==> src/design/exu_pkg.sv <==
// Execute stage definitions
package exu_pkg;

  localparam int XLEN = 64;

  typedef logic [XLEN-1:0] xword_t;

  // alu operation codes
  typedef logic [4:0] alu_op_t;
  localparam alu_op_t ALU_ADD  = 5'b00000;
  localparam alu_op_t ALU_SUB  = 5'b00001;
  localparam alu_op_t ALU_SLT  = 5'b00010;
  localparam alu_op_t ALU_SLTU = 5'b00011;
  localparam alu_op_t ALU_XOR  = 5'b00100;
  localparam alu_op_t ALU_AND  = 5'b00101;
  localparam alu_op_t ALU_OR   = 5'b00110;
  localparam alu_op_t ALU_SLL  = 5'b00111;
  localparam alu_op_t ALU_SRL  = 5'b01000;
  localparam alu_op_t ALU_SRA  = 5'b01001;
  localparam alu_op_t ALU_MUL  = 5'b01010;
  localparam alu_op_t ALU_DIV  = 5'b01011;
  localparam alu_op_t ALU_DIVU = 5'b01100;
  localparam alu_op_t ALU_REM  = 5'b01101;
  localparam alu_op_t ALU_REMU = 5'b01110;
  localparam alu_op_t ALU_COPY = 5'b01111;

  typedef logic [2:0] branch_t;
  localparam branch_t BR_NONE = 3'b000;
  localparam branch_t BR_JAL  = 3'b001;
  localparam branch_t BR_JALR = 3'b010;
  localparam branch_t BR_EQ   = 3'b100;
  localparam branch_t BR_NE   = 3'b101;
  localparam branch_t BR_LT   = 3'b110;
  localparam branch_t BR_GE   = 3'b111;

  // load size and signedness
  typedef logic [2:0] mem_op_t;
  localparam mem_op_t LD_B  = 3'b000;
  localparam mem_op_t LD_BU = 3'b001;
  localparam mem_op_t LD_H  = 3'b010;
  localparam mem_op_t LD_HU = 3'b011;
  localparam mem_op_t LD_W  = 3'b100;
  localparam mem_op_t LD_WU = 3'b101;
  localparam mem_op_t LD_D  = 3'b110;

  typedef logic [3:0] ex_ctr_t;
  localparam ex_ctr_t EX_CSR_WRITE = 4'b0000;
  localparam ex_ctr_t EX_EBREAK    = 4'b1110;

  typedef logic [1:0] bsrc_t;
  localparam bsrc_t SRC_B_RS2  = 2'b00;
  localparam bsrc_t SRC_B_IMM  = 2'b01;
  localparam bsrc_t SRC_B_FOUR = 2'b10;

endpackage

==> src/design/exu_branch_wb.sv <==
// Next pc and write-back select
`timescale 1ns/1ns

module exu_branch_wb (
  input  exu_pkg::xword_t   i_pc,
  input  exu_pkg::xword_t   i_rs1,
  input  exu_pkg::xword_t   i_rs2,
  input  exu_pkg::xword_t   i_imm,
  input  exu_pkg::xword_t   i_rdata,
  input  exu_pkg::xword_t   i_exe_result,
  input  exu_pkg::xword_t   i_src_a,
  input  exu_pkg::branch_t  i_branch,
  input  logic              i_zero,
  input  logic              i_less,
  input  logic              i_mem_to_reg,
  input  logic              i_sel_csr,
  input  exu_pkg::mem_op_t  i_mem_op,
  input  exu_pkg::ex_ctr_t  i_ex_ctr,
  output exu_pkg::xword_t   o_next_pc,
  output exu_pkg::xword_t   o_gpr_wdata,
  output exu_pkg::xword_t   o_csr_wdata,
  output logic              o_halt
);
  import exu_pkg::*;

  logic   taken;
  logic   base_rs1;
  xword_t ld_data;

  always_comb begin
    taken    = 1'b0;
    base_rs1 = 1'b0;
    case (i_branch)
      BR_NONE: taken = 1'b0;
      BR_JAL:  taken = 1'b1;
      BR_JALR: begin
        taken    = 1'b1;
        base_rs1 = 1'b1;
      end
      BR_EQ:   taken = i_zero;
      BR_NE:   taken = ~i_zero;
      BR_LT:   taken = i_less;
      BR_GE:   taken = ~i_less;
      default: taken = 1'b0;
    endcase
  end

  assign o_next_pc = (base_rs1 ? i_rs1 : i_pc) + (taken ? i_imm : 64'd4);

  // load data extension
  always_comb begin
    case (i_mem_op)
      LD_B:    ld_data = {{56{i_rdata[7]}}, i_rdata[7:0]};
      LD_BU:   ld_data = {56'b0, i_rdata[7:0]};
      LD_H:    ld_data = {{48{i_rdata[15]}}, i_rdata[15:0]};
      LD_HU:   ld_data = {48'b0, i_rdata[15:0]};
      LD_W:    ld_data = {{32{i_rdata[31]}}, i_rdata[31:0]};
      LD_WU:   ld_data = {32'b0, i_rdata[31:0]};
      LD_D:    ld_data = i_rdata;
      default: ld_data = i_rdata;
    endcase
  end

  assign o_gpr_wdata = i_mem_to_reg ? ld_data : (i_sel_csr ? i_rs2 : i_exe_result);
  assign o_csr_wdata = (i_ex_ctr == EX_CSR_WRITE) ? i_src_a : '0;
  assign o_halt      = (i_ex_ctr == EX_EBREAK);

endmodule

==> config.mk <==
export PLATFORM = sky130hd
export DESIGN_NAME = exu_branch_wb
export DESIGN_NICKNAME = d
export VERILOG_FILES = /design/src/design/exu_pkg.sv /design/src/design/exu_branch_wb.sv
export SDC_FILE = /design/constraint.sdc
export NUM_CORES = 1
export LEC_CHECK = 0
export BUFFER_PORTS_ARGS = -buffer_cell sky130_fd_sc_hd__buf_4
export CORE_AREA = 3 3 252 254
export DETAILED_ROUTE_END_ITERATION = 7
export DIE_AREA = 0 0 255 257
export PLACE_DENSITY = 0.35
export SLEW_MARGIN = 10
export SYNTH_ARGS = -nofsm -noshare
export SYNTH_HDL_FRONTEND = slang
export SYNTH_SLANG_ARGS = --single-unit
==> constraint.sdc <==
create_clock -name vclk -period 3.8
set_input_delay 0.19 -clock vclk [all_inputs]
set_output_delay 0.19 -clock vclk [all_outputs]
set_load 0.005 [all_outputs]
== Word level (Yosys, flattened, before mapping) ==
Index checks and enable logic that the tools add are counted.
Word-level totals
  bits in writable memories: 0
  flip-flop bits (word level): 0
  bits of input ports: 462
  latch bits: 0
  logic and storage cells: 26
  memory bits (read-only): 0
  output and inout bits: 193
  memories kept: 0
Operators by class
  bitwise operators: 2
  mux-type cells: 8
  equal/unequal tests: 12
  add/subtract/negate cells: 1
  reduce and logical (&&, ||, !) cells: 3
  multipliers: 0
  shift-type cells: 0
  order comparisons: 0
  divide/modulo/power cells: 0
Operator list (number)
  one-hot mux 64 bit (6 select lines): 1
  two-way mux 64 bit: 5
  adder 64 bit: 1
  equality test 3 bit, second input constant: 6
  equality test 3 x 2 -> 1 bit, second input constant: 3
  equality test 3 x 1 -> 1 bit, second input constant: 2
  one-hot mux 1 bit (5 select lines): 1
  equality test 4 bit, second input constant: 1
  zero test 4 bit: 1
  zero test 3 bit: 1
  NOT 1 bit: 2
  OR reduction 2 bit: 1
  two-way mux 1 bit: 1

== Logic depth before layout (Yosys ltp) ==
  depth after elaboration: 5
  gate-level depth with buffers: 17
  gate-level depth less buffers: 16

== Least setup slack after synthesis ==
Ideal clock, no wire load.
  path kind: in2out
  start: input i_branch[0]
  end: output o_next_pc[60]
  path buffers: 2
  arrival time: 3.757 ns
  slack: -0.147 ns
  cell stages on the path: 16
  required time: 3.610 ns
  path through: nor3b_1 clkbuf_1 clkbuf_1 mux2_2 ha_1 inv_1 fa_1 nand2b_1 a21o_1 a31o_1 a211o_1 a21oi_2 a21oi_2 or4_1 a21oi_1 xor2_1
On the way
  longest elaborated chain between the ends: 5
  elaborated cells on any way between the ends: 12
  those cells by class: 1 x add/sub; 6 x eq/ne; 4 x mux; 1 x reduce/logical
RTL lines
  start: declaration: RTL line exu_branch_wb.sv:12  | input exu_pkg::branch_t i_branch,
  equality test 3 x 2 -> 1 bit / equality test 3 x 1 -> 1 bit (equally long branches): RTL line exu_branch_wb.sv:33  | case (i_branch)
  OR reduction 2 bit (no source line)
  one-hot mux 1 bit (5 select lines): RTL line exu_branch_wb.sv:33
  two-way mux 64 bit: RTL line exu_branch_wb.sv:48  | assign o_next_pc = (base_rs1 ? i_rs1 : i_pc) + (taken ? i_imm : 64'd4);
  adder 64 bit (*): RTL line exu_branch_wb.sv:48
  end: declaration: RTL line exu_branch_wb.sv:19  | output exu_pkg::xword_t o_next_pc,
Mark *: on every way between the ends. The rest lies on a longest branch, timed or not.

== Worst setup path in the final report ==
Ends and elaborated chain as after synthesis.

==> flow_summary.toml <==
[status]
outcome = "finished, violations left"
violations = "setup timing"

[die]
coreArea_sq_um = 61480
placementRows = 91
die_w_microns = 255
dieHeight_microns = 257
pin_count = 655
dieArea_sq_um = 65540
start_util_pct = 11.31

[detailed_routing]
drt_iter0_drc = 503
wl_per_cell_microns = 19.29
route.detailed.drc = 0
dr.pass1.iters = 5
vias = 10933
drtAntennaViolNets = 0
routed_wl_mm = 51.69
viasPerCell = 4.079

[setup_path]
cp_max_fo = 6
path_class = "input pin to primary output"
cp.required_ns = 3.61
endpoint_kind = "primary output"
cp-start-kind = "input pin"
arrival_ns = 3.63

[final_layout]
design.seq.count = 0
fin_nets = 2415
clock_buffers = 0
syn2layout_area_growth_pct = 134.4
drive_gt1_share_pct = 62.32
regArea_sq_um = 0
final_cell_area_sq_um = 16300
final.fill_count = 6847
multiInputGateArea_sq_um = 8041

[job]
drv_cap = 0

[synthesis]
netlist_instances = 1039
yosys.area.top_type = "and2_1"
synth_nets = 1565
synth_fa_ha_area_share_pct = 11.62
synth_area_sq_um = 6954
ys_types = 65
synthXorXnorAreaFrac_pct = 7.683
synth.avg_cell_area_sq_um = 6.693
synth_top_area_share_pct = 11.42
synth_top_family_by_area = "compound AO/OA/AOI/OAI gates"
synth-seq-area-share_pct = 0
synth_area_leaders = "and2_1 11%, ha_1 11%, mux2_2 10%"
synthMuxAreaShare_pct = 16.25
yosys_warnings = 0
synth-compound-area-share_pct = 30.42
synth_commonest_cells = "127 x and2_1, 120 x a21oi_1, 108 x nand2_1"
synth.most_common_cell = "and2_1"
synth-simple-area-share_pct = 28.77

[pwr]
p_comb_share_pct = 100.0
power_switching_mw = 1.547
leakagePower_nw = 7.690
irDropWorstVdd_uv = 57.25
power_mw = 3.382
p_per_area_nw_per_um2 = 207.5
p_clk_share_pct = 0
swShare_pct = 45.75
seqPwrFrac_pct = 0
p_int_mw = 1.835

[sta]
hold_violations = 0
timing.slew.headroom_pct = 37.47
tightest_slew_ns = 0.9380
grt_setup_unrepaired = "true"
setup_viol = 2
min_period_ns = 3.824
whs_ns = 0.6540
slew_violations = 0
final.period_utilization_pct = 100.6
fin_ws_ns = -0.02353
fmax_ghz = 0.2615

[global_routing]
antenna_found_initial = 7
grt_pass1_vias = 11662
gr-usage-met1_pct = 19.25
grt_start_max_net_pins = 69
grtUsageMet3_pct = 2.062
grt_overflow_total = 0
track_usage_pct = 14.44
busiest_layer = "met2"
met2_usage_pct = 25.02
grt_pass1_wl_mm = 72.62

[placed_design]
routabilityCongestion = 0.9245
place_area_sq_um = 14350
place_hpwl_mm = 44.29
port_buffers = 655

[min_path]
hold_class = "input pin to primary output"

[clock_tree]
postCtsHoldBufs = 0
stage by stage:
step	setup slack, ns	utilization (%)	cells	TNS [ns]
after floorplan	0.007420	-	1039	0
after global placement	-0.4451	23.34	2637	-6.935
after detailed placement	-0.4480	23.34	2637	-8.112
after CTS	-0.1375	25.15	2668	-0.6788
after global routing	-0.1669	26.50	2678	-1.174
final	-0.02353	26.51	2680	-0.03604
cell type report:
class                           count  area share (%)
Multi-Input combinational cell    944           49.33
Timing Repair Buffer              920           44.03
Tap cell                          790           6.064
Inverter                           23          0.5296
Antenna cell                        3         0.04605
routing by layer:
layer | wire (microns) | up-vias
li1 | - | 5481
met2 | 24990 | 365
met3 | 2825 | 36
met5 | 27 | -
met1 | 23020 | 5047
met4 | 830 | 4
critical path, cell delays in order:
cell and delay, ns:
buf_8 0.10, nor3b_4 0.27, buf_6 0.17, buf_4 0.11
buf_4 0.11, mux2_4 0.31, ha_4 0.30, and2_4 0.16
o211ai_1 0.10, a31o_4 0.24, a211o_1 0.31, a21oi_4 0.18
a21oi_4 0.08, or4_4 0.49, a21oi_2 0.15, xor2_1 0.17
buf_4 0.16
cells in the final DEF, fill, tap and decap left out, drive strengths merged, types with 40 or more instances in the layout:
cell,netlist,routed
buf,10,918
and2,128,128
nor2,45,45
mux2i,42,42
ha,63,63
o21ai,52,52
nand2,108,108
xnor2,40,40
mux2,63,63
a21oi,122,122
cells by family after synthesis:
family	count (synthesis)
and+or+nand+nor	381
AOI/OAI and AO/OA	333
muxes	105
buffers and inverters	95
adders and majority gates	64
xor gates and xnor gates	61
power by group through the flow:
stage	combinational, mW	sequential, mW	clock [mW]
final	3.38	0	0.0000000526
after global placement	2.89	0	0
after detailed placement	2.88	0	0
after global routing	3.64	0	0.0000000353
after CTS	3.18	0	0
after floorplan	1.13	0	0
path summary, 6_finish.rpt:
| check | startpoint | end | slack [ns] | cells past startpoint |
|---|---|---|---|---|
| max | i_branch[0] | o_next_pc[60] | -0.02 | 17 |
| min | i_src_a[48] | o_csr_wdata[48] | 0.65 | 3 |
repair_timing:
item	4_1_cts	5_1_grt
setup buffers	27	14
gates resized for setup	166	144
cloned	5	2
setup endpoints to repair	34	27
pin swaps	61	94
(Power assumes the default switching activity.)
