### src/design/exu_pkg.sv
// Execute stage definitions
package exu_pkg;

  localparam int XLEN = 64;

  typedef logic [XLEN-1:0] xword_t;

  // alu operation codes
  typedef logic [4:0] alu_op_t;
  localparam alu_op_t ALU_ADD  = 5'b00000;
  localparam alu_op_t ALU_SUB  = 5'b00001;
  localparam alu_op_t ALU_SLT  = 5'b00010;
  localparam alu_op_t ALU_SLTU = 5'b00011;
  localparam alu_op_t ALU_XOR  = 5'b00100;
  localparam alu_op_t ALU_AND  = 5'b00101;
  localparam alu_op_t ALU_OR   = 5'b00110;
  localparam alu_op_t ALU_SLL  = 5'b00111;
  localparam alu_op_t ALU_SRL  = 5'b01000;
  localparam alu_op_t ALU_SRA  = 5'b01001;
  localparam alu_op_t ALU_MUL  = 5'b01010;
  localparam alu_op_t ALU_DIV  = 5'b01011;
  localparam alu_op_t ALU_DIVU = 5'b01100;
  localparam alu_op_t ALU_REM  = 5'b01101;
  localparam alu_op_t ALU_REMU = 5'b01110;
  localparam alu_op_t ALU_COPY = 5'b01111;

  typedef logic [2:0] branch_t;
  localparam branch_t BR_NONE = 3'b000;
  localparam branch_t BR_JAL  = 3'b001;
  localparam branch_t BR_JALR = 3'b010;
  localparam branch_t BR_EQ   = 3'b100;
  localparam branch_t BR_NE   = 3'b101;
  localparam branch_t BR_LT   = 3'b110;
  localparam branch_t BR_GE   = 3'b111;

  // load size and signedness
  typedef logic [2:0] mem_op_t;
  localparam mem_op_t LD_B  = 3'b000;
  localparam mem_op_t LD_BU = 3'b001;
  localparam mem_op_t LD_H  = 3'b010;
  localparam mem_op_t LD_HU = 3'b011;
  localparam mem_op_t LD_W  = 3'b100;
  localparam mem_op_t LD_WU = 3'b101;
  localparam mem_op_t LD_D  = 3'b110;

  typedef logic [3:0] ex_ctr_t;
  localparam ex_ctr_t EX_CSR_WRITE = 4'b0000;
  localparam ex_ctr_t EX_EBREAK    = 4'b1110;

  typedef logic [1:0] bsrc_t;
  localparam bsrc_t SRC_B_RS2  = 2'b00;
  localparam bsrc_t SRC_B_IMM  = 2'b01;
  localparam bsrc_t SRC_B_FOUR = 2'b10;

endpackage

### src/design/exu_div_if.sv
// Divider link
`timescale 1ns/1ns

interface exu_div_if;
  import exu_pkg::*;

  logic   req;
  logic   ack;
  logic   is_signed;
  logic   is_rem;
  logic   is_word;
  xword_t dividend;
  xword_t divisor;
  xword_t result;

  // sequencer side
  modport master (
    output req, is_signed, is_rem, is_word, dividend, divisor,
    input  ack, result
  );

  modport slave (
    input  req, is_signed, is_rem, is_word, dividend, divisor,
    output ack, result
  );

endinterface

### src/design/exu_divider.sv
// Iterative restoring divider
`timescale 1ns/1ns

module exu_divider #(
  parameter int XLEN = exu_pkg::XLEN
) (
  input logic      i_clk,
  input logic      i_rst_n,
  exu_div_if.slave div
);

  typedef enum logic [1:0] {DIV_IDLE, DIV_RUN, DIV_DONE} div_state_t;

  localparam int CW = $clog2(XLEN + 1);

  div_state_t      state;
  logic [CW-1:0]   count;
  logic [XLEN-1:0] a_ext;
  logic [XLEN-1:0] b_ext;
  logic [XLEN-1:0] min_val;
  logic            a_neg;
  logic            b_neg;
  logic [XLEN-1:0] quo;
  logic [XLEN-1:0] rem;
  logic [XLEN-1:0] dvs;
  logic [XLEN-1:0] dnd;
  logic            neg_q;
  logic            neg_r;
  logic            rem_sel;
  logic            word;
  logic            div_zero;
  logic            ovf;
  logic [XLEN:0]   rem_shift;
  logic [XLEN:0]   diff;
  logic [XLEN-1:0] fixed;
  logic [XLEN-1:0] result_q;

  // word ops extend the low 32 bits by signedness
  always_comb begin
    if (div.is_word) begin
      a_ext   = {{(XLEN-32){div.is_signed & div.dividend[31]}}, div.dividend[31:0]};
      b_ext   = {{(XLEN-32){div.is_signed & div.divisor[31]}}, div.divisor[31:0]};
      min_val = {{(XLEN-31){1'b1}}, {31{1'b0}}};
    end else begin
      a_ext   = div.dividend;
      b_ext   = div.divisor;
      min_val = {1'b1, {(XLEN-1){1'b0}}};
    end
  end

  assign a_neg = div.is_signed & a_ext[XLEN-1];
  assign b_neg = div.is_signed & b_ext[XLEN-1];

  assign rem_shift = {rem, quo[XLEN-1]};
  assign diff      = rem_shift - {1'b0, dvs};

  // special cases follow the RISC-V rules
  always_comb begin
    if (div_zero)
      fixed = rem_sel ? dnd : '1;
    else if (ovf)
      fixed = rem_sel ? '0 : dnd;
    else if (rem_sel)
      fixed = neg_r ? -rem : rem;
    else
      fixed = neg_q ? -quo : quo;
  end

  always_ff @(posedge i_clk or negedge i_rst_n) begin
    if (!i_rst_n) begin
      state <= DIV_IDLE;
      count <= '0;
    end else begin
      case (state)
        DIV_IDLE: if (div.req) begin
          state <= DIV_RUN;
          count <= '0;
        end
        DIV_RUN: begin
          if (div_zero || ovf || count == CW'(XLEN))
            state <= DIV_DONE;
          count <= count + 1'b1;
        end
        DIV_DONE: if (!div.req) state <= DIV_IDLE;
        default: state <= DIV_IDLE;
      endcase
    end
  end

  always_ff @(posedge i_clk) begin
    if (state == DIV_IDLE && div.req) begin
      quo      <= a_neg ? -a_ext : a_ext;
      dvs      <= b_neg ? -b_ext : b_ext;
      rem      <= '0;
      dnd      <= a_ext;
      neg_q    <= a_neg ^ b_neg;
      neg_r    <= a_neg;
      rem_sel  <= div.is_rem;
      word     <= div.is_word;
      div_zero <= ~|b_ext;
      ovf      <= div.is_signed & (a_ext == min_val) & (&b_ext);
    end else if (state == DIV_RUN) begin
      if (div_zero || ovf || count == CW'(XLEN)) begin
        result_q <= word ? {{(XLEN-32){fixed[31]}}, fixed[31:0]} : fixed;
      end else if (!diff[XLEN]) begin
        rem <= diff[XLEN-1:0];
        quo <= {quo[XLEN-2:0], 1'b1};
      end else begin
        rem <= rem_shift[XLEN-1:0];
        quo <= {quo[XLEN-2:0], 1'b0};
      end
    end
  end

  assign div.ack    = (state == DIV_DONE);
  assign div.result = result_q;

endmodule

### src/flat_wrapper.sv
// flat-port wrapper written by rule: the top's interface ports become plain ports
module exu_divider_flat 
#(
  parameter int XLEN = exu_pkg::XLEN
)
  (i_clk, i_rst_n, div_req, div_is_signed, div_is_rem, div_is_word, div_dividend, div_divisor, div_ack, div_result);
  exu_div_if div_i ();
  input logic i_clk;
  input logic i_rst_n;
  input wire logic [$bits(div_i.req)-1:0] div_req;
  input wire logic [$bits(div_i.is_signed)-1:0] div_is_signed;
  input wire logic [$bits(div_i.is_rem)-1:0] div_is_rem;
  input wire logic [$bits(div_i.is_word)-1:0] div_is_word;
  input wire logic [$bits(div_i.dividend)-1:0] div_dividend;
  input wire logic [$bits(div_i.divisor)-1:0] div_divisor;
  output wire logic [$bits(div_i.ack)-1:0] div_ack;
  output wire logic [$bits(div_i.result)-1:0] div_result;
  assign div_i.req = div_req;
  assign div_i.is_signed = div_is_signed;
  assign div_i.is_rem = div_is_rem;
  assign div_i.is_word = div_is_word;
  assign div_i.dividend = div_dividend;
  assign div_i.divisor = div_divisor;
  assign div_ack = div_i.ack;
  assign div_result = div_i.result;
  exu_divider #(.XLEN(XLEN)) u_core (.i_clk(i_clk), .i_rst_n(i_rst_n), .div(div_i));
endmodule
### config.mk
export PLATFORM = sky130hd
export DESIGN_NAME = exu_divider_flat
export DESIGN_NICKNAME = d
export VERILOG_FILES = /design/src/design/exu_pkg.sv /design/src/design/exu_div_if.sv /design/src/design/exu_divider.sv /design/src/flat_wrapper.sv
export SDC_FILE = /design/constraint.sdc
export NUM_CORES = 1
export LEC_CHECK = 0
export ABC_AREA = 0
export BUFFER_PORTS_ARGS = -buffer_cell sky130_fd_sc_hd__buf_2
export CORE_ASPECT_RATIO = 0.9
export CORE_MARGIN = 5
export CORE_UTILIZATION = 37
export CTS_CLUSTER_DIAMETER = 40
export CTS_CLUSTER_SIZE = 25
export DETAILED_ROUTE_END_ITERATION = 10
export GPL_ROUTABILITY_DRIVEN = 0
export GPL_TIMING_DRIVEN = 0
export SLEW_MARGIN = 10
export SYNTH_ARGS = -nofsm -noshare
export SYNTH_HDL_FRONTEND = slang
export SYNTH_SLANG_ARGS = --single-unit
### constraint.sdc
create_clock -name i_clk -period 5.35 [get_ports i_clk]
set_input_delay 1.07 -clock i_clk [delete_from_list [all_inputs] [get_ports i_clk]]
set_output_delay 1.07 -clock i_clk [all_outputs]
set_load 0.01 [all_outputs]
# Word level (Yosys, flattened, before mapping)
# Index checks and enable logic that the tools add are counted.
# op_classes
reduce_logical	14
eq_ne	8
bitwise	9
muxes	24
add_sub_neg	6
# ops
cell	n
two-way mux 64 bit	16
negator 64 bit	4
subtractor 65 x 64 -> 65 bit	1
equality test 64 bit	1
AND reduction 64 bit	1
OR reduction 64 bit	1
two-way mux 63 bit	1
case mux 7 bit (2 select lines)	1
adder 7 x 1 -> 7 bit, second input constant	1
equality test 7 bit, second input constant	1
two-way mux 7 bit	1
AND 1 bit	6
two-way mux 2 bit	3
!= test 2 bit, second input constant	3
case mux 2 bit (3 select lines)	1
AND reduction 2 bit	3
AND reduction 3 bit	2
nonzero test 2 bit	2
equality test 2 x 1 -> 1 bit, second input constant	1
equality test 2 bit, second input constant	1
zero test 2 bit	1
logical OR 1 bit	2
!= test 2 x 1 -> 1 bit, second input constant	1
inverter 1 bit	2
4 further kinds	4
# totals
word_cells	74
out_inout_bits	65
input_bits	134
register_bits	335

# Logic depth before layout (Yosys ltp)
# Gate-level depths: netlist (run 1).
# logic_depth
depth_word	6
depth_mapped	15
depth_no_buf	13

# Least setup slack after synthesis (run 1)
# Ideal clock, no wire load.
# synth_path
path_type	in2reg
startpoint	input port div_req
endpoint	register u_core.rem[63]
setup_time_ps	75
arrival_time_ps	6231
setup_slack_ps	-956
t_required_ps	5275
n_path_buf	0
path_stages	6
path_cell_list	nand2_1 -> clkinv_1 -> nor2_1 -> inv_1 -> o211a_1 -> o22ai_1
# synth_via
elab_chain_len	1
# synth_lines
item	line_no	source
from (decl)	flat_wrapper.sv:10	input wire logic [$bits(div_i.req)-1:0] div_req;
logical AND 1 bit	exu_divider.sv:91	if (state == DIV_IDLE && div.req) begin
to (signal assigned)	exu_divider.sv:106	rem <= diff[XLEN-1:0];
to (signal assigned)	exu_divider.sv:109	rem <= rem_shift[XLEN-1:0];
to (decl)	exu_divider.sv:24	logic [XLEN-1:0] rem;
# No other way between the ends.
# A chain may end at the register's enable or synchronous reset.

# Final worst setup path (run 1)
# layout_path
startpoint	register u_core.quo[63]
endpoint	register u_core.quo[0] (data pin)
# layout_via
elab_chain_len	5
# layout_lines
item	line_no	source
from (decl)	exu_divider.sv:23	logic [XLEN-1:0] quo;
from (signal assigned)	exu_divider.sv:92	quo <= a_neg ? -a_ext : a_ext;
from (signal assigned)	exu_divider.sv:107	quo <= {quo[XLEN-2:0], 1'b1};
from (signal assigned)	exu_divider.sv:110	quo <= {quo[XLEN-2:0], 1'b0};
subtractor 65 x 64 -> 65 bit	exu_divider.sv:55	assign diff = rem_shift - {1'b0, dvs};
two-way mux 1 bit	exu_divider.sv:105	end else if (!diff[XLEN]) begin
two-way mux 64 bit	exu_divider.sv:103	if (div_zero || ovf || count == CW'(XLEN)) begin
two-way mux 64 bit	exu_divider.sv:102	end else if (state == DIV_RUN) begin
two-way mux 64 bit	exu_divider.sv:91	
# No other way between the ends. The select of a mux whose other input is x is not followed.

==> results of run 1 <==
==> critical path, delay by kind of cell, from the launching register on <==
family	cells	cell delay [ns]
flops	1	0.38
simple gates	3	1.02
compound gates	6	1.60
fa+ha+maj	2	0.51
buf+inv	3	1.02
==> worst max path at each step <==
stage                endpoint  cells past startpoint
6_report        u_core.quo[0]                     14
3_5_place_dp   u_core.quo[28]                     11
2_1_floorplan  u_core.rem[63]                      6
5_1_grt         u_core.quo[0]                     14
4_1_cts         u_core.quo[0]                     14
3_3_place_gp   u_core.quo[57]                      5
==> placed cells by master, fill, tap and decap left out, types with 39 or more instances in the layout <==
cell type	count
edfxtp_1	262
a21oi_1	232
nor2_1	192
o21ai_0	309
clkbuf_16	52
nor4_1	39
or3_1	43
o31ai_1	64
inv_1	134
nand4_1	48
clkbuf_1	143
buf_2	200
nand2_1	329
xnor2_1	151
mux2i_1	51
ha_1	71
xor2_1	143
dfxtp_1	64
nor3_1	52
==> layer usage <==
| layer | routed length [um] | vias up | GRT usage |
|---|---|---|---|
| met1 | 38990 | 11220 | 0.3414 |
| met4 | 4163 | 4 | 0.09727 |
| li1 | - | 10950 | - |
| met2 | 38900 | 1146 | 0.3676 |
| met5 | 98 | - | 0.008097 |
| met3 | 8274 | 190 | 0.05034 |
==> state kept, by name, summed over array words and instances, names as in the netlist <==
| signal | count |
|---|---|
| u_core.dvs | 64 |
| u_core.word | 1 |
| u_core.rem_sel | 1 |
| u_core.rem | 64 |
| u_core.neg_q | 1 |
| u_core.neg_r | 1 |
| u_core.dnd | 64 |
| u_core.div.result | 64 |
| u_core.ovf | 1 |
| u_core.state | 2 |
| u_core.count | 7 |
| u_core.div_zero | 1 |
| u_core.quo | 64 |
==> power by group through the flow <==
stage / Sequential, W / Combinational, W / Clock [W]
after CTS: 0.00497 / 0.00839 / 0.00348
final: 0.00500 / 0.00858 / 0.00343
after detailed placement: 0.00500 / 0.00833 / 0
after global routing: 0.00507 / 0.00932 / 0.00360
after global placement: 0.00507 / 0.00826 / 0
after floorplan: 0.00472 / 0.00583 / 0
==> synthesized netlist by cell type, drive strengths merged, types with 30 or more instances <==
library cell  count  area, um^2
xnor2           151        1323
nand3            32       160.2
nor3             53       270.3
xor2            143        1252
dfxtp            64        1281
o31ai            64       480.5
ha               71       888.4
o22ai            38       237.7
nand4            48       300.3
or3              44       280.3
clkbuf          142       533.0
a21oi           232        1161
o41ai            31       271.5
o21ai           315        1580
nor2            193       724.4
edfxtp          262        7868
nor4             41       269.0
a31oi            30       187.7
a221o            32       320.3
nand2           329        1235
inv             135       506.7
mux2i            51       510.5
a21o             32       240.2
==> logic make-up (layout without fill, tap and decap cells) <==
group / count (synthesis) / count (layout) / share of synthesized area
AOI/OAI and AO/OA: 908 / 908 / 0.2309
and+or+nand+nor: 856 / 856 / 0.1675
DFF: 335 / 335 / 0.3862
buffers and inverters: 303 / 596 / 0.04804
xor gates and xnor gates: 294 / 294 / 0.1061
adders and majority gates: 72 / 72 / 0.03742
muxes: 57 / 57 / 0.02382
other: 0 / 2 / 0
==> stage by stage <==
stage	area, um^2	TNS [ns]
4_1_cts	28190	0
3_3_place_gp	26330	-148.81
5_1_grt	28190	0
2_1_floorplan	24270	0
6_report	28200	0
3_5_place_dp	26420	0
==> final cells by class <==
type	instances	area (um^2)
clock buffers	53	1305
multi-input cells	2187	13740
repair buffers	198	1044
diodes	2	5.005
plain buffers	165	648.1
well taps	864	1081
fillers	6599	37060
inverters	138	533.0
flip-flops and latches	335	9374
clock inverters	42	467.9
==> flow_metrics.tcl, run 1 <==
set metrics [dict create \
    timing.rr.end "u_core.quo[0]" \
    start_util 0.3720 \
    htree_levels 2 \
    required_ns 5.68 \
    numPortBuffers 195 \
    p_leak_nw 10.80 \
    cp.arrival_ns 5.15 \
    routed_wirelength_um 90430 \
    synth-edff-count 262 \
    seqPwrFrac 0.294 \
    end_kind "flop" \
    cts.hold.buffers_added 0 \
    dieArea_mm2 0.07083 \
    crit_slowest_cell "or4b_2" \
    maxCapViolCount 0 \
    cts_buffers 51 \
    grt_pass1_wl_um 134000 \
    powerDensity_mw_per_mm2 603.4 \
    antenna_found_initial 5 \
    period_needed_ns 4.819 \
    slew_viol_final 0 \
    hold_ws_ns 0.3001 \
    path_clk_slew_ns 0.08 \
    period_share 0.9008 \
    synth_area_mm2 0.02427 \
    drt_iter0_markers 2974 \
    regToRegSetupSlack_ns 0.53 \
    pwr-share-comb 0.504 \
    p_int_w 0.009108 \
    route.vias.total 23520 \
    tightest_slew_ns 1.283 \
    max_freq_mhz 207.5 \
    final-hold-violation-count 0 \
    async_reset_ff_frac 0.02687 \
    r2r_start "u_core.quo[63]" \
    cts_tree "built" \
    syn-num-nets 3031 \
    cp-startpoint "u_core.quo[63]" \
    ctsResizeCount 0 \
    path_cells "inv_1, ha_1, fa_1, nor2b_1, o31ai_1, a311oi_1, or4b_2, a21oi_1, a21o_1, o41a_1, and3_1, buf_2, buf_1, o21ai_0" \
    clockRootBuffer "clkbuf_16" \
    cts.sinks 335 \
    overflow 0 \
    die_width_um 280.0 \
    firstDrtPassIters 8 \
    synth_area_per_cell_um2 8.592 \
    outcome "finished clean" \
    setup_violations 0 \
    drive_gt1_frac 0.1094 \
    ys_types 82 \
    cp_slowest_stage_delay_ns 0.80 \
    wl_per_cell_um 22.70 \
    clockPowerShare 0.202 \
    drtAntennaViolNets 0 \
    io_pins 199 \
    dp.cells 3887 \
    final_nets 3282 \
    swShare 0.4647 \
    switching_power_w 0.007906 \
    ys_seq_area_frac 0.3862 \
    setup_slack_ns 0.5306 \
    syn2layout_area_growth_pct 16.17 \
    ys.flop_type "edfxtp_1" \
    slew_headroom 0.1228 \
    critPathKind "reg -> reg" \
    coreArea_mm2 0.06526 \
    worst_r2r_path_depth 14 \
    clock_path_buffers 3 \
    grt_pass1_vias 21650 \
    grt_use_total 0.2433 \
    post_cts_buffers 0 \
    finish.utilization 0.4321 \
    pre_cts_ws_ns 0.3597 \
    start_kind "flop" \
    synth.yosys.warnings 0 \
    post-dp-hpwl_um 70620 \
    rsz0062_at_grt "false" \
    rows 89 \
    clk_latency_ns 0.61 \
    hold_path.class "in -> async" \
    vias_per_cell 5.902 \
    die_h_um 253.0 \
    ir_drop_mv 0.3123 \
    skew_ns 0.02761 \
    instances_no_fill 3984 \
    synthCells 2825 \
    drcViolationCount 0 \
    cp_max_fo 10 \
    synth_seq_cells 335 \
    grt_max_degree 142 \
    power_w 0.01701 \
]
Note: power is estimated with default switching activity, not from simulation.
==> run 2, diff against run 1 <==
- CELL_PAD_IN_SITES_DETAIL_PLACEMENT: not set -> 0
- CELL_PAD_IN_SITES_GLOBAL_PLACEMENT: not set -> 1
- PLACE_DENSITY_LB_ADDON: not set -> 0.1
==> run 2 against run 1 <==
Clock-buffer cell count increased by 17. Critical path depth decreased by 4. Flip-flop and latch count unchanged. Hold slack got worse by 0.042 ns. Core utilization increased by 0.52 points. Clock skew increased by 0.022 ns. Sequential share of layout area decreased by 0.40 points. Sequential power about the same. Global-route usage increased by 1.7 points. Largest power group unchanged. Maximum frequency decreased by 3.9%. Design area increased by 1.2%.
==> flow_metrics.tcl, run 2 (same netlist as run 1, synthesis figures left out) <==
set metrics [dict create \
    outcome "finished clean" \
    die_width_um 280.0 \
    die_h_um 253.0 \
    rsz0062_at_grt "false" \
    gr-usage-met3 0.05679 \
    clockRootBuffer "clkbuf_16" \
    grt_use_total 0.2606 \
    critPathMostFrequentCell "clkbuf_1" \
    ctsResizeCount 0 \
    route.vias.total 23670 \
    path_cells "buf_2, clkbuf_1, nand3_1, clkbuf_1, nand2_1, nand2_1, clkbuf_1, nor4_1, nand4_1, nor3b_1" \
    skew_ns 0.04912 \
    tightest_slew_ns 1.334 \
    vias_per_cell 5.916 \
    seq_area_mm2 0.009374 \
    path_clk_slew_ns 0.06 \
    drive_gt1_frac 0.1132 \
    grt_util_met1 0.3713 \
    cts_buffers 59 \
    syn2layout_area_growth_pct 17.57 \
    clock_path_buffers 3 \
    fin_tns_setup_ns 0 \
    place_area_mm2 0.02644 \
    setup_slack_ns 0.3363 \
    htree_levels 2 \
    instances_no_fill 4001 \
    final-hold-violation-count 0 \
    start_kind "primary input" \
    rows 89 \
    grt_pass1_vias 22650 \
    dp.cells 3888 \
    final_nets 3291 \
    n_fill_cell 6626 \
    top_usage_layer "met2" \
    maxCapViolCount 0 \
    period_needed_ns 5.014 \
    crit_buf_inv 4 \
    routed_wirelength_um 96570 \
    slew_headroom 0.1109 \
    layout_common_cells "329 x nand2_1, 309 x o21ai_0, 262 x edfxtp_1" \
    postLayoutCellArea_mm2 0.02854 \
    grt_pass1_wl_um 142500 \
    drcViolationCount 0 \
    met2_usage 0.3976 \
    drtAntennaViolNets 0 \
    cp_max_fo 10 \
    end_kind "flop" \
    ir_drop_mv 0.3414 \
    start_util 0.3720 \
    period_share 0.9371 \
    overflow 0 \
    slew_viol_final 0 \
    setup_violations 0 \
    numPortBuffers 195 \
    dieArea_mm2 0.07083 \
    powerDensity_mw_per_mm2 618.0 \
    required_ns 5.79 \
    critPathKind "in -> reg" \
    cts_tree "built" \
    wl_per_cell_um 24.14 \
    cp_top_family "simple AND/OR/NAND/NOR gates" \
    pre_cts_ws_ns -0.1297 \
    crit_slowest_cell "clkbuf_1" \
    hold_path.class "in -> async" \
    grt_max_degree 89 \
    cp.arrival_ns 5.45 \
    cts.hold.buffers_added 0 \
    io_pins 199 \
    antenna_found_initial 0 \
    coreArea_mm2 0.06526 \
    clk_latency_ns 0.65 \
    max_freq_mhz 199.5 \
    post_cts_buffers 0 \
    final_common_cell "nand2_1" \
    firstDrtPassIters 6 \
    cp_slowest_stage_delay_ns 0.79 \
    multi_input_area_mm2 0.01374 \
    cts.sinks 335 \
    drt_iter0_markers 2616 \
    p_leak_nw 10.95 \
    post-dp-hpwl_um 76280 \
]
run 2: cell types whose count changed in the layout (fill, tap and decap cells not counted), sizes merged:
cell      change
buf           +1
inv           -4
bufinv        +2
clkbuf       +17
diode         -1
clkinv        -1
clkinvlp      +3
run 2: layout make-up:
| type | instances | share of cell area |
|---|---|---|
| antenna | 1 | 0.00008769 |
| multi-input combinational | 2187 | 0.4815 |
| timing repair buffer | 199 | 0.03753 |
| inverter | 138 | 0.01842 |
| clock buffer | 70 | 0.05568 |
| buffer | 165 | 0.02271 |
| sequential | 335 | 0.3285 |
| tap | 864 | 0.03788 |
| clock inverter | 42 | 0.01767 |
run 2: final timing paths:
check | from | end | slack (ns) | cells after the start
setup / recovery | div_dividend[31] | u_core.ovf | 0.34 | 10
hold / removal | i_rst_n | u_core.state[0] | 0.26 | 1
setup reg to reg | u_core.quo[63] | u_core.rem[52] | 0.43 | 15
hold reg to reg | u_core.count[6] | u_core.count[6] | 0.50 | 1
max in group asynchronous | i_rst_n | u_core.count[6] | 4.88 | 1
min in group i_clk | u_core.count[6] | u_core.count[6] | 0.50 | 1
run 2: power breakdown:
group          switching (W)  total, W  internal, W
logic                0.00562   0.00872      0.00310
clock network        0.00150   0.00391      0.00242
registers           0.000981   0.00500      0.00402
total                0.00810    0.0176      0.00954
run 2: per-stage QoR:
step                total power (W)  hold slack, ns  utilization
floorplan                   0.01056          0.4482            -
global placement            0.01351          0.4856       0.4035
detailed placement          0.01358          0.4720       0.4052
CTS                         0.01756          0.2319       0.4372
global route                0.01871          0.2593       0.4373
finish                      0.01763          0.2581       0.4373
run 2: routing by layer:
| layer | up-vias | routed length, um |
|---|---|---|
| met5 | - | 0 |
| met4 | 0 | 3072 |
| met3 | 151 | 8340 |
| met2 | 992 | 42120 |
| met1 | 11560 | 43040 |
| li1 | 10970 | - |
